--- src/hw/dcache_pkg.sv ---
package dcache_pkg;

  //////////////////////////////////////////////////////////////////////
  // sizes
  //////////////////////////////////////////////////////////////////////
  localparam int XLEN          = 32;
  localparam int PLEN          = 32;
  localparam int BLK_BITS      = 64;
  localparam int WAYS          = 2;
  localparam int IDX_BITS      = 4;
  localparam int BLK_OFFS_BITS = 3;
  localparam int DAT_OFFS_BITS = 1;
  localparam int TAG_BITS      = 25;
  localparam int INFLIGHT_BITS = 2;

  //////////////////////////////////////////////////////////////////////
  // vector types
  //////////////////////////////////////////////////////////////////////
  typedef logic [XLEN-1:0]          xlen_t;
  typedef logic [PLEN-1:0]          padr_t;
  typedef logic [BLK_BITS-1:0]      line_t;
  typedef logic [XLEN/8-1:0]        be_t;
  typedef logic [BLK_BITS/8-1:0]    line_be_t;
  typedef logic [IDX_BITS-1:0]      idx_t;
  typedef logic [TAG_BITS-1:0]      tag_t;
  typedef logic [DAT_OFFS_BITS-1:0] offs_t;
  typedef logic [WAYS-1:0]          ways_t;
  typedef logic [INFLIGHT_BITS-1:0] inflight_t;

  // command to the bus interface unit
  typedef enum logic [1:0] {
    NOP,
    READWAY,
    WRITEWAY
  } biucmd_t;

  // memory side state machine
  typedef enum logic [2:0] {
    ARMED,
    NONCACHEABLE,
    EVICT,
    FILL,
    RECOVER
  } memfsm_t;

  //////////////////////////////////////////////////////////////////////
  // bundles
  //////////////////////////////////////////////////////////////////////
  typedef struct packed {
    logic  req;
    logic  wreq;
    logic  cacheable;
    padr_t adr;
    be_t   be;
    xlen_t d;
  } core_req_t;

  typedef struct packed {
    logic  valid;
    logic  store_hit;
    logic  hit_ack;
    logic  cacheable;
    idx_t  idx;
    tag_t  tag;
    offs_t offs;
    be_t   be;
    xlen_t d;
    ways_t ways_hit;
  } dec_req_t;

  typedef struct packed {
    logic  hit;
    ways_t ways_hit;
    line_t line;
    logic  way_dirty;
    ways_t fill_way;
  } cache_rsp_t;

  typedef struct packed {
    xlen_t     q;
    logic      ack;
    logic      stb_ack;
    logic      err;
    padr_t     adro;
    logic      busy;
    logic      cmd_ack;
    logic      nc_ack;
    inflight_t inflight;
  } biu_rsp_t;

  typedef struct packed {
    idx_t     idx;
    offs_t    offs;
    xlen_t    data;
    line_be_t be;
    ways_t    ways_hit;
  } wb_entry_t;

endpackage

--- src/hw/dcache_req_decode.sv ---
module dcache_req_decode (
  input  dcache_pkg::core_req_t  core_req_i,
  input  logic                   flush_i,
  input  dcache_pkg::cache_rsp_t cache_rsp_i,

  output dcache_pkg::dec_req_t   dec_o,
  output dcache_pkg::idx_t       idx_o,
  output dcache_pkg::tag_t       core_tag_o
);

  import dcache_pkg::*;

  logic  valid;
  idx_t  idx;
  tag_t  tag;
  offs_t offs;

  //////////////////////////////////////////////////////////////////////
  // address split
  //////////////////////////////////////////////////////////////////////
  assign idx  = core_req_i.adr[BLK_OFFS_BITS +: IDX_BITS];
  assign tag  = core_req_i.adr[PLEN-1 -: TAG_BITS];
  // word within the line
  assign offs = core_req_i.adr[BLK_OFFS_BITS-1 -: DAT_OFFS_BITS];

  // towards tag and data memories
  assign idx_o      = idx;
  assign core_tag_o = tag;

  assign valid = core_req_i.req;

  //////////////////////////////////////////////////////////////////////
  // qualified request
  //////////////////////////////////////////////////////////////////////
  always_comb
  begin
    dec_o.valid     = valid;
    dec_o.cacheable = core_req_i.cacheable;
    // hit acknowledge is suppressed by a pipe flush
    dec_o.hit_ack   = valid & core_req_i.cacheable & cache_rsp_i.hit & ~flush_i;
    dec_o.store_hit = valid & core_req_i.wreq & core_req_i.cacheable & cache_rsp_i.hit;
    dec_o.idx       = idx;
    dec_o.tag       = tag;
    dec_o.offs      = offs;
    dec_o.be        = core_req_i.be;
    dec_o.d         = core_req_i.d;
    dec_o.ways_hit  = cache_rsp_i.ways_hit;
  end

endmodule

--- src/hw/dcache_write_buffer.sv ---
module dcache_write_buffer (
  input  logic                  clk_i,
  input  logic                  rst_ni,
  input  logic                  flush_i,
  input  dcache_pkg::dec_req_t  dec_i,
  input  logic                  writebuffer_ack_i,

  output logic                  wb_we_o,
  output dcache_pkg::wb_entry_t wb_o
);

  import dcache_pkg::*;

  line_be_t line_be;

  // byte enables moved to the word's place in the line
  assign line_be = line_be_t'(dec_i.be) << (dec_i.offs * (XLEN/8));

  //////////////////////////////////////////////////////////////////////
  // write strobe
  //////////////////////////////////////////////////////////////////////
  always_ff @(posedge clk_i, negedge rst_ni)
  begin
    if (!rst_ni)
    begin
      wb_we_o <= 1'b0;
    end
    else if (flush_i)
    begin
      wb_we_o <= 1'b0;
    end
    else if (dec_i.store_hit)
    begin
      wb_we_o <= 1'b1;
    end
    else if (writebuffer_ack_i)
    begin
      wb_we_o <= 1'b0;
    end
  end

  //////////////////////////////////////////////////////////////////////
  // entry
  //////////////////////////////////////////////////////////////////////
  // a newer store hit simply overwrites the pending one
  always_ff @(posedge clk_i)
  begin
    if (dec_i.store_hit)
    begin
      wb_o.idx      <= dec_i.idx;
      wb_o.offs     <= dec_i.offs;
      wb_o.data     <= dec_i.d;
      wb_o.be       <= line_be;
      wb_o.ways_hit <= dec_i.ways_hit;
    end
  end

endmodule

--- src/hw/dcache_mem_ctrl.sv ---
module dcache_mem_ctrl (
  input  logic                   clk_i,
  input  logic                   rst_ni,
  input  logic                   flush_i,
  input  dcache_pkg::dec_req_t   dec_i,
  input  dcache_pkg::cache_rsp_t cache_rsp_i,
  input  dcache_pkg::biu_rsp_t   biu_rsp_i,
  input  dcache_pkg::tag_t       evict_tag_i,
  input  dcache_pkg::line_t      evict_line_i,

  output dcache_pkg::memfsm_t    state_o,
  output dcache_pkg::biucmd_t    biucmd_o,
  output logic                   noncacheable_req_o,
  output dcache_pkg::ways_t      fill_way_o,
  output logic                   armed_o,
  output logic                   filling_o,
  output logic                   stall_o,
  output logic                   ack_o,
  output dcache_pkg::padr_t      evictbuffer_adr_o,
  output dcache_pkg::line_t      evictbuffer_line_o
);

  import dcache_pkg::*;

  memfsm_t state, nxt_state;
  biucmd_t nxt_biucmd;
  ways_t   nxt_fill_way;
  logic    adro_match;
  logic    biu_cacheable_ack;
  logic    miss_go, nc_go;

  assign state_o = state;

  // word address of the BIU response against the request
  assign adro_match = biu_rsp_i.adro[PLEN-1:BLK_OFFS_BITS-DAT_OFFS_BITS] ==
                      {dec_i.tag, dec_i.idx, dec_i.offs};

  assign biu_cacheable_ack = (dec_i.valid & biu_rsp_i.ack & adro_match & ~flush_i) |
                             dec_i.hit_ack;

  // leaving ARMED is blocked while the BIU is busy
  assign nc_go   = dec_i.valid & ~dec_i.cacheable & ~flush_i & ~biu_rsp_i.busy;
  assign miss_go = dec_i.valid & dec_i.cacheable & ~cache_rsp_i.hit & ~flush_i &
                   ~biu_rsp_i.busy;

  //////////////////////////////////////////////////////////////////////
  // state machine
  //////////////////////////////////////////////////////////////////////
  always_comb
  begin
    nxt_state    = state;
    nxt_biucmd   = biucmd_o;
    nxt_fill_way = fill_way_o;

    case (state)
      ARMED:
        if (nc_go)
        begin
          nxt_state  = NONCACHEABLE;
          nxt_biucmd = NOP;
        end
        else if (miss_go)
        begin
          // refill goes into the way selected by the tag memory
          nxt_fill_way = cache_rsp_i.fill_way;
          nxt_state    = cache_rsp_i.way_dirty ? EVICT : FILL;
          nxt_biucmd   = READWAY;
        end
      NONCACHEABLE:
        if (flush_i ||
            (!dec_i.valid && biu_rsp_i.inflight == inflight_t'(1) && biu_rsp_i.ack) ||
            (dec_i.valid && dec_i.cacheable && biu_rsp_i.ack))
        begin
          nxt_state  = ARMED;
          nxt_biucmd = NOP;
        end
      EVICT:
        if (biu_rsp_i.cmd_ack || biu_rsp_i.err)
        begin
          // new line is in, now write back the old one
          nxt_state  = RECOVER;
          nxt_biucmd = WRITEWAY;
        end
      FILL:
        if (biu_rsp_i.cmd_ack || biu_rsp_i.err)
        begin
          nxt_state  = RECOVER;
          nxt_biucmd = NOP;
        end
      default:
      begin
        nxt_state  = ARMED;
        nxt_biucmd = NOP;
      end
    endcase
  end

  always_ff @(posedge clk_i, negedge rst_ni)
  begin
    if (!rst_ni)
    begin
      state      <= ARMED;
      biucmd_o   <= NOP;
      fill_way_o <= '0;
      armed_o    <= 1'b1;
      filling_o  <= 1'b0;
    end
    else
    begin
      state      <= nxt_state;
      biucmd_o   <= nxt_biucmd;
      fill_way_o <= nxt_fill_way;
      armed_o    <= nxt_state == ARMED;
      filling_o  <= (nxt_state == EVICT) || (nxt_state == FILL);
    end
  end

  //////////////////////////////////////////////////////////////////////
  // core side
  //////////////////////////////////////////////////////////////////////
  assign noncacheable_req_o = (state == ARMED) & dec_i.valid & ~dec_i.cacheable & ~flush_i;

  always_comb
  begin
    case (state)
      ARMED:
        stall_o = (dec_i.valid & ~dec_i.cacheable & (~biu_rsp_i.stb_ack | biu_rsp_i.busy)) |
                  (dec_i.valid & dec_i.cacheable & ~cache_rsp_i.hit);
      // idle core waits for outstanding transfers to drain
      NONCACHEABLE:
        stall_o = ~dec_i.valid ? |biu_rsp_i.inflight : dec_i.cacheable | biu_rsp_i.ack;
      EVICT, FILL:
        stall_o = ~(biu_cacheable_ack | (dec_i.valid & cache_rsp_i.hit));
      RECOVER:
        stall_o = ~(dec_i.valid & cache_rsp_i.hit);
      default:
        stall_o = 1'b0;
    endcase
  end

  always_ff @(posedge clk_i, negedge rst_ni)
  begin
    if (!rst_ni)
    begin
      ack_o <= 1'b0;
    end
    else
    begin
      case (state)
        ARMED, RECOVER: ack_o <= dec_i.hit_ack;
        NONCACHEABLE:   ack_o <= biu_rsp_i.nc_ack;
        EVICT, FILL:    ack_o <= biu_cacheable_ack;
        default:        ack_o <= 1'b0;
      endcase
    end
  end

  // victim line is captured while the tag memory still shows it
  always_ff @(posedge clk_i)
  begin
    if (state == ARMED)
    begin
      evictbuffer_adr_o  <= {evict_tag_i, dec_i.idx, {BLK_OFFS_BITS{1'b0}}};
      evictbuffer_line_o <= evict_line_i;
    end
  end

endmodule

--- src/hw/dcache_read_merge.sv ---
module dcache_read_merge (
  input  logic                   clk_i,
  input  dcache_pkg::dec_req_t   dec_i,
  input  dcache_pkg::memfsm_t    state_i,
  input  dcache_pkg::cache_rsp_t cache_rsp_i,
  input  logic                   wb_we_i,
  input  dcache_pkg::wb_entry_t  wb_i,
  input  dcache_pkg::biu_rsp_t   biu_rsp_i,

  output dcache_pkg::xlen_t      q_o,
  output logic                   err_o
);

  import dcache_pkg::*;

  logic  bypass;
  line_t merged_line;
  xlen_t cache_q;

  // pending store targets the set being read
  assign bypass = wb_we_i & (dec_i.idx == wb_i.idx);

  //////////////////////////////////////////////////////////////////////
  // store bypass
  //////////////////////////////////////////////////////////////////////
  always_comb
  begin
    merged_line = cache_rsp_i.line;
    for (int i = 0; i < BLK_BITS/8; i++)
    begin
      // buffered data is replicated across every word of the line
      if (bypass && wb_i.be[i])
      begin
        merged_line[i*8 +: 8] = wb_i.data[(i % (XLEN/8))*8 +: 8];
      end
    end
  end

  assign cache_q = merged_line[dec_i.offs*XLEN +: XLEN];

  //////////////////////////////////////////////////////////////////////
  // registered read data
  //////////////////////////////////////////////////////////////////////
  always_ff @(posedge clk_i)
  begin
    case (state_i)
      // during a refill only a hit comes from the cache
      FILL, EVICT: q_o <= cache_rsp_i.hit ? cache_q : biu_rsp_i.q;
      default:     q_o <= dec_i.cacheable ? cache_q : biu_rsp_i.q;
    endcase
  end

  // bus access error towards the core
  always_ff @(posedge clk_i)
  begin
    err_o <= biu_rsp_i.err;
  end

endmodule

--- src/hw/dcache_hit.sv ---
module dcache_hit (
  input  logic                   clk_i,
  input  logic                   rst_ni,

  // core
  input  dcache_pkg::core_req_t  core_req_i,
  input  logic                   flush_i,
  output logic                   stall_o,
  output logic                   ack_o,
  output dcache_pkg::xlen_t      q_o,
  output logic                   err_o,

  // cache memories
  input  dcache_pkg::cache_rsp_t cache_rsp_i,
  output dcache_pkg::idx_t       idx_o,
  output dcache_pkg::tag_t       core_tag_o,

  // write buffer
  output logic                   writebuffer_we_o,
  output dcache_pkg::wb_entry_t  writebuffer_o,
  input  logic                   writebuffer_ack_i,

  // evict buffer
  input  dcache_pkg::tag_t       evict_tag_i,
  input  dcache_pkg::line_t      evict_line_i,
  output dcache_pkg::padr_t      evictbuffer_adr_o,
  output dcache_pkg::line_t      evictbuffer_line_o,

  // bus interface unit
  input  dcache_pkg::biu_rsp_t   biu_rsp_i,
  output dcache_pkg::biucmd_t    biucmd_o,
  output logic                   noncacheable_req_o,
  output dcache_pkg::ways_t      fill_way_o,

  // status
  output logic                   armed_o,
  output logic                   filling_o
);

  import dcache_pkg::*;

  dec_req_t dec;
  memfsm_t  state;

  dcache_req_decode u_req_decode (
    .core_req_i  (core_req_i),
    .flush_i     (flush_i),
    .cache_rsp_i (cache_rsp_i),
    .dec_o       (dec),
    .idx_o       (idx_o),
    .core_tag_o  (core_tag_o)
  );

  dcache_write_buffer u_write_buffer (
    .clk_i             (clk_i),
    .rst_ni            (rst_ni),
    .flush_i           (flush_i),
    .dec_i             (dec),
    .writebuffer_ack_i (writebuffer_ack_i),
    .wb_we_o           (writebuffer_we_o),
    .wb_o              (writebuffer_o)
  );

  dcache_mem_ctrl u_mem_ctrl (
    .clk_i              (clk_i),
    .rst_ni             (rst_ni),
    .flush_i            (flush_i),
    .dec_i              (dec),
    .cache_rsp_i        (cache_rsp_i),
    .biu_rsp_i          (biu_rsp_i),
    .evict_tag_i        (evict_tag_i),
    .evict_line_i       (evict_line_i),
    .state_o            (state),
    .biucmd_o           (biucmd_o),
    .noncacheable_req_o (noncacheable_req_o),
    .fill_way_o         (fill_way_o),
    .armed_o            (armed_o),
    .filling_o          (filling_o),
    .stall_o            (stall_o),
    .ack_o              (ack_o),
    .evictbuffer_adr_o  (evictbuffer_adr_o),
    .evictbuffer_line_o (evictbuffer_line_o)
  );

  dcache_read_merge u_read_merge (
    .clk_i       (clk_i),
    .dec_i       (dec),
    .state_i     (state),
    .cache_rsp_i (cache_rsp_i),
    .wb_we_i     (writebuffer_we_o),
    .wb_i        (writebuffer_o),
    .biu_rsp_i   (biu_rsp_i),
    .q_o         (q_o),
    .err_o       (err_o)
  );

endmodule

--- config.mk ---
export PLATFORM = sky130hd
export DESIGN_NAME = dcache_hit
export DESIGN_NICKNAME = d
export VERILOG_FILES = /design/src/hw/dcache_pkg.sv /design/src/hw/dcache_req_decode.sv /design/src/hw/dcache_write_buffer.sv /design/src/hw/dcache_mem_ctrl.sv /design/src/hw/dcache_read_merge.sv /design/src/hw/dcache_hit.sv
export SDC_FILE = /design/constraint.sdc
export NUM_CORES = 1
export LEC_CHECK = 0
export BUFFER_PORTS_ARGS = -buffer_cell sky130_fd_sc_hd__buf_2
export CAP_MARGIN = 15
export CORE_AREA = 10 10 192 194
export DETAILED_ROUTE_END_ITERATION = 10
export DIE_AREA = 0 0 202 204
export GPL_ROUTABILITY_DRIVEN = 0
export SLEW_MARGIN = 25
export SYNTH_ARGS = -nofsm -noshare
export SYNTH_HDL_FRONTEND = slang
export SYNTH_SLANG_ARGS = --single-unit
--- constraint.sdc ---
create_clock -name clk_i -period 9.3 [get_ports clk_i]
set_clock_uncertainty 0.2 [all_clocks]
set_input_delay 0.93 -clock clk_i [delete_from_list [all_inputs] [get_ports clk_i]]
set_output_delay 0.93 -clock clk_i [all_outputs]
set_load 0.01 [all_outputs]
=== Word level (Yosys, flattened, before mapping) ===
Cells that the tools add are included.

* Shift-type cells: 2
* Equality and inequality tests: 13
* Reductions and logical operators: 25
* Multiplexer cells: 29
* Bitwise logic cells: 34

{| class="wikitable"
|+ Operators with widths
! cell !! number
|-
| 2-to-1 mux 32 bit || 3
|-
| 2-to-1 mux 8 bit || 8
|-
| indexed part select 64 x 7 -> 32 bit || 1
|-
| equality test 30 bit || 1
|-
| bitwise AND 1 bit || 21
|-
| equality test 3 x 2 -> 1 bit (second input constant) || 4
|-
| logical AND 1 bit || 12
|-
| 2-to-1 mux 3 bit || 4
|-
| 2-to-1 mux 2 bit || 5
|-
| one-hot mux 3 bit (3 select lines) || 1
|-
| inverter 1 bit || 8
|-
| one-hot mux 2 bit (4 select lines) || 1
|-
| << shifter 4 x 3 -> 8 bit || 1
|-
| logical NOT 3 bit || 2
|-
| != test 2 x 1 -> 1 bit (second input constant) || 3
|-
| OR reduction 2 bit || 3
|-
| 2-to-1 mux 1 bit || 5
|-
| bitwise OR 1 bit || 5
|-
| equality test 4 bit || 1
|-
| logical OR 1 bit || 4
|-
| one-hot mux 1 bit (4 select lines) || 1
|-
| AND reduction 4 bit || 1
|-
| equality test 3 x 1 -> 1 bit (second input constant) || 1
|-
| equality test 3 bit (second input constant) || 1
|-
| 6 further kinds || 6
|}

* Flip-flop bits (word level): 184
* Bits of input ports: 306

=== Depth between registers and ports, before layout ===
* Word-level depth: 9
* Mapped depth: 8
* Mapped depth without buffers: 5

=== By module ===
Synthesis repeated with hierarchy kept, for this count alone.

* Cell total of the unflattened synthesis: 567
* Area total of the unflattened synthesis: 8179.1 µm²

{| class="wikitable"
|+ By module, submodules not included
! module !! seq. area each (µm²) !! area an instance (µm²) !! instances !! cells an instance
|-
| dcache_mem_ctrl || 3044.2 || 3804.9 || 1 || 205
|-
| dcache_read_merge || 660.6 || 2107.0 || 1 || 202
|-
| dcache_write_buffer || 1436.4 || 1505.2 || 1 || 59
|-
| dcache_req_decode || 0.0 || 762.0 || 1 || 101
|}

=== Least setup slack after synthesis ===
Ideal clock, no wire load.

* Kind: register -> output
* From: register u_mem_ctrl.state[2] (netlist: u_mem_ctrl.state_o[2])
* To: output noncacheable_req_o
* Slack: 0.621 ns
* Arrival time: 7.549 ns
* Stages on the path, launching flop included: 4
* Cell sequence: dfrtp_1 -> buf_2 -> nor3_1 -> nor3b_1

* Word-level cells in the longest chain between the ends: 4

{| class="wikitable"
|+ Ends and longest elaborated chain
! element !! RTL line !! text
|-
| start: declaration || dcache_mem_ctrl.sv:25 || <nowiki>memfsm_t state, nxt_state;</nowiki>
|-
| start signal: assignment || dcache_mem_ctrl.sv:110 || <nowiki>state <= nxt_state;</nowiki>
|-
| logical NOT 3 bit || dcache_mem_ctrl.sv:121 || <nowiki>assign noncacheable_req_o = (state == ARMED) & dec_i.valid & ~dec_i.cacheable & ~flush_i;</nowiki>
|-
| bitwise AND 1 bit (3 in a row) || dcache_mem_ctrl.sv:121 ||
|-
| end: declaration || dcache_hit.sv:32 || <nowiki>output logic noncacheable_req_o,</nowiki>
|}

Every way passes these cells.

=== Worst setup path after layout ===
* From: input core_req_i[42] (netlist bit)
* To: output stall_o

* Word-level cells in the longest chain between the ends: 7

{| class="wikitable"
|+ Ends and longest elaborated chain
! element !! RTL line !! text
|-
| start: declaration || dcache_hit.sv:6 || <nowiki>input dcache_pkg::core_req_t core_req_i,</nowiki>
|-
| equality test 30 bit || dcache_mem_ctrl.sv:35 || <nowiki>assign adro_match = biu_rsp_i.adro[PLEN-1:BLK_OFFS_BITS-DAT_OFFS_BITS] ==</nowiki>
|-
| bitwise AND 1 bit (2 in a row) || dcache_mem_ctrl.sv:38 || <nowiki>assign biu_cacheable_ack = (dec_i.valid & biu_rsp_i.ack & adro_match & ~flush_i) |</nowiki>
|-
| bitwise OR 1 bit || dcache_mem_ctrl.sv:38 ||
|-
| bitwise OR 1 bit || dcache_mem_ctrl.sv:133 || <nowiki>stall_o = ~(biu_cacheable_ack | (dec_i.valid & cache_rsp_i.hit));</nowiki>
|-
| inverter 1 bit || dcache_mem_ctrl.sv:133 ||
|-
| one-hot mux 1 bit (4 select lines) || dcache_mem_ctrl.sv:125 || <nowiki>case (state)</nowiki>
|-
| end: declaration || dcache_hit.sv:8 || <nowiki>output logic stall_o,</nowiki>
|}

Every way passes these cells.

==> flow_metrics.tcl <==
set metrics [dict create \
    status "completed" \
    n_fill_cell 3365 \
    slew_headroom 0.363 \
    grt_usage 0.146 \
    power_frac_seq 0.495 \
    cts_buffer_depth 2 \
    worst_slew_pin_slew_ns 0.955 \
    grt_pass1_vias 6570 \
    rsz0062_at_grt "false" \
    setup-tns-final_ns 0 \
    p_leak_nw 4.81 \
    synth_top_area_frac 0.552 \
    antenna_found_initial 1 \
    slowest_stage "nor4_1" \
    vias_per_cell 4.16 \
    slowest_delay_ns 0.69 \
    cts_hold_buf 0 \
    switchingPower_w 0.000535 \
    cts_tree "yes" \
    clkTransAtPathRegs_ns 0.08 \
    power_density_mw_per_mm2 179 \
    synth_area_mm2 0.00761 \
    multi_input_area_mm2 0.00211 \
    cts_made_buffers 17 \
    portBuffers 513 \
    die_y_um 204 \
    end_kind "primary output" \
    worst_ep_required_time_ns 8.17 \
    routed_wl_um 31600 \
    grt_pass1_wl_um 44400 \
    grt_max_degree 74 \
    hpwlAfterDp_um 26100 \
    hold_violations 0 \
    pre_cts_slack_ns 5.17 \
    ios 521 \
    synthCells 512 \
    yosysSeqAreaShare 0.675 \
    drtIter0Drc 241 \
    clock.fmax_ghz 0.244 \
    drive_gt1_frac 0.573 \
    start_util 0.230 \
    ir_drop_uv 113 \
    cp_max_fo 5 \
    fp.dieW_um 202 \
    drc 0 \
    p_int_w 0.00145 \
    setup_viol 0 \
    core_mm2 0.0331 \
    synthTopCellsByCount "140 x edfxtp_1, 55 x mux2i_1, 39 x nor2_1" \
    area_growth_pct 45.2 \
    period_share 0.440 \
    power_frac_clock 0.357 \
    first_pass_iters 4 \
    synth_cell_type_count 48 \
    htreeDepth 4 \
    cts.sinks 184 \
    cts-resized-gates 0 \
    root_buffer "clkbuf_16" \
    grt-ovfl-total 0 \
    synth-seq-cells 184 \
    wl_per_cell_um 21.6 \
    start_kind "primary input" \
    path_cells "buf_2, xnor2_1, nand4_1, nor4_1, nand4_1, a31o_1, buf_2" \
    ys_async_sr_fraction 0.0598 \
    rows 67 \
    setup_ws_ns 5.20 \
    synthTopCellsByArea "edfxtp_1 55%, dfxtp_1 8.7%, mux2i_1 7.2%, dfrtp_1 3.3%, buf_4 3.2%" \
    vias 6093 \
    synth_area_leader_cell "edfxtp_1" \
    nNetsFinal 1308 \
    period_needed_ns 4.10 \
    post-synth-top-count-cell "edfxtp_1" \
    maxCapViolCount 0 \
    crit_type "in -> out" \
    regArea_mm2 0.00514 \
    synth-edff-count 140 \
    cp.arrival_ns 2.97 \
    ys_warn_count 0 \
    dieArea_mm2 0.0412 \
    pwr-share-comb 0.147 \
    clk_latency_ns 0.44 \
    hp-class "in -> async" \
    drv_slew 0 \
    syn_avg_cell_area_um2 14.9 \
    drtAntennaViolNets 0 \
    cts_setup_buffers 0 \
    switching_share 0.270 \
    synth_ff_type "edfxtp_1" \
]
final timing paths:
| path | from | end | slack, ns | depth (start not counted) |
|---|---|---|---|---|
| worst min register to register | u_mem_ctrl.fill_way_o[1] | u_mem_ctrl.fill_way_o[1] | 0.29 | 1 |
| worst max-delay path | core_req_i[42] | stall_o | 5.20 | 7 |
| max in group asynchronous | rst_ni | u_mem_ctrl.armed_o | 8.48 | 1 |
| worst min-delay path | rst_ni | u_mem_ctrl.state_o[1] | 0.15 | 1 |
| min in group clk_i | u_mem_ctrl.fill_way_o[1] | u_mem_ctrl.fill_way_o[1] | 0.29 | 1 |
| worst max register to register | u_mem_ctrl.state_o[1] | u_read_merge.q_o[27] | 6.41 | 7 |
cell usage in the layout (no fill, tap or decap), types with 3 or more instances in the layout:
cell type,Yosys,routed
a21oi_1,3,3
clkinv_4,0,3
mux2_1,3,3
nor3_1,11,10
dfrtp_1,10,10
nand3_1,6,6
edfxtp_1,140,140
inv_2,6,6
nand4_1,8,8
nor4_1,3,3
inv_1,9,9
buf_2,7,513
o21ai_0,8,8
nor3_4,6,6
xnor2_2,3,3
nor2b_1,8,7
conb_1,1,3
a211oi_1,8,8
xor2_1,8,8
xnor2_1,22,22
dfxtp_1,33,33
nor3b_1,3,3
and3b_1,7,7
buf_4,32,6
inv_8,0,4
a221oi_2,8,8
nand2b_1,5,5
a21o_1,4,4
mux2i_1,55,55
a221oi_1,17,17
clkbuf_16,0,17
nor2_1,39,39
and2_1,6,6
flip-flops by register name (all words and copies together), names as in the netlist:
signal                         count
u_mem_ctrl.evictbuffer_line_o     64
u_write_buffer.wb_o               47
u_read_merge.q_o                  32
u_mem_ctrl.evictbuffer_adr_o      29
u_mem_ctrl.state_o                 3
u_mem_ctrl.biucmd_o                2
u_mem_ctrl.fill_way_o              2
u_mem_ctrl.ack_o                   1
u_mem_ctrl.armed_o                 1
u_mem_ctrl.filling_o               1
u_read_merge.err_o                 1
u_write_buffer.wb_we_o             1
layer usage:
metal / track usage / share of wire
met4: 0.0352 / 0.012
met2: 0.248 / 0.51
met5: 0 / 0
met3: 0.0430 / 0.070
met1: 0.177 / 0.41
worst max-delay path, delay by kind of cell:
kind            cells  cell delay [ns]
simple gates        3             1.14
xor+xnor            1             0.32
buf+inv             2             0.29
compound gates      1             0.27
cells by family after synthesis:
logic type      after synthesis  share of synthesized area
simple gates                112                     0.0909
other cells                   1                   0.000493
mux                          59                     0.0782
xor+xnor                     33                     0.0409
compound gates               58                     0.0641
flops                       184                      0.675
buf+inv                      65                     0.0500
layout make-up:
| type | count | area share |
|---|---|---|
| clock inverters | 14 | 0.0118 |
| clock buffers | 18 | 0.0397 |
| inverters | 15 | 0.00510 |
| multi-input cells | 265 | 0.191 |
| repair buffers | 519 | 0.236 |
| diodes | 1 | 0.000226 |
| flip-flops and latches | 184 | 0.465 |
| well taps | 448 | 0.0507 |
stage by stage:
stage | cells | util | hold WS [ns] | total power, W | area [um^2]
global route | 1463 | 0.334 | 0.134 | 0.00207 | 11000
detailed placement | 1431 | 0.316 | 0.284 | 0.00130 | 10500
global placement | 1431 | 0.316 | 0.259 | 0.00129 | 10500
floorplan | 514 | - | 0.318 | 0.00113 | 7620
CTS | 1463 | 0.334 | 0.123 | 0.00201 | 11000
finish | 1464 | 0.334 | 0.146 | 0.00198 | 11000
power groups by stage:
stage	Combinational (W)	Sequential [W]	Clock (W)
2_1_floorplan	0.0000902	0.00104	0
3_3_place_gp	0.000295	0.000996	0
3_5_place_dp	0.000297	0.000999	0
4_1_cts	0.000298	0.000981	0.000733
5_1_grt	0.000315	0.000987	0.000768
6_report	0.000292	0.000981	0.000708
No activity file was read; power rests on OpenSTA's default activity.
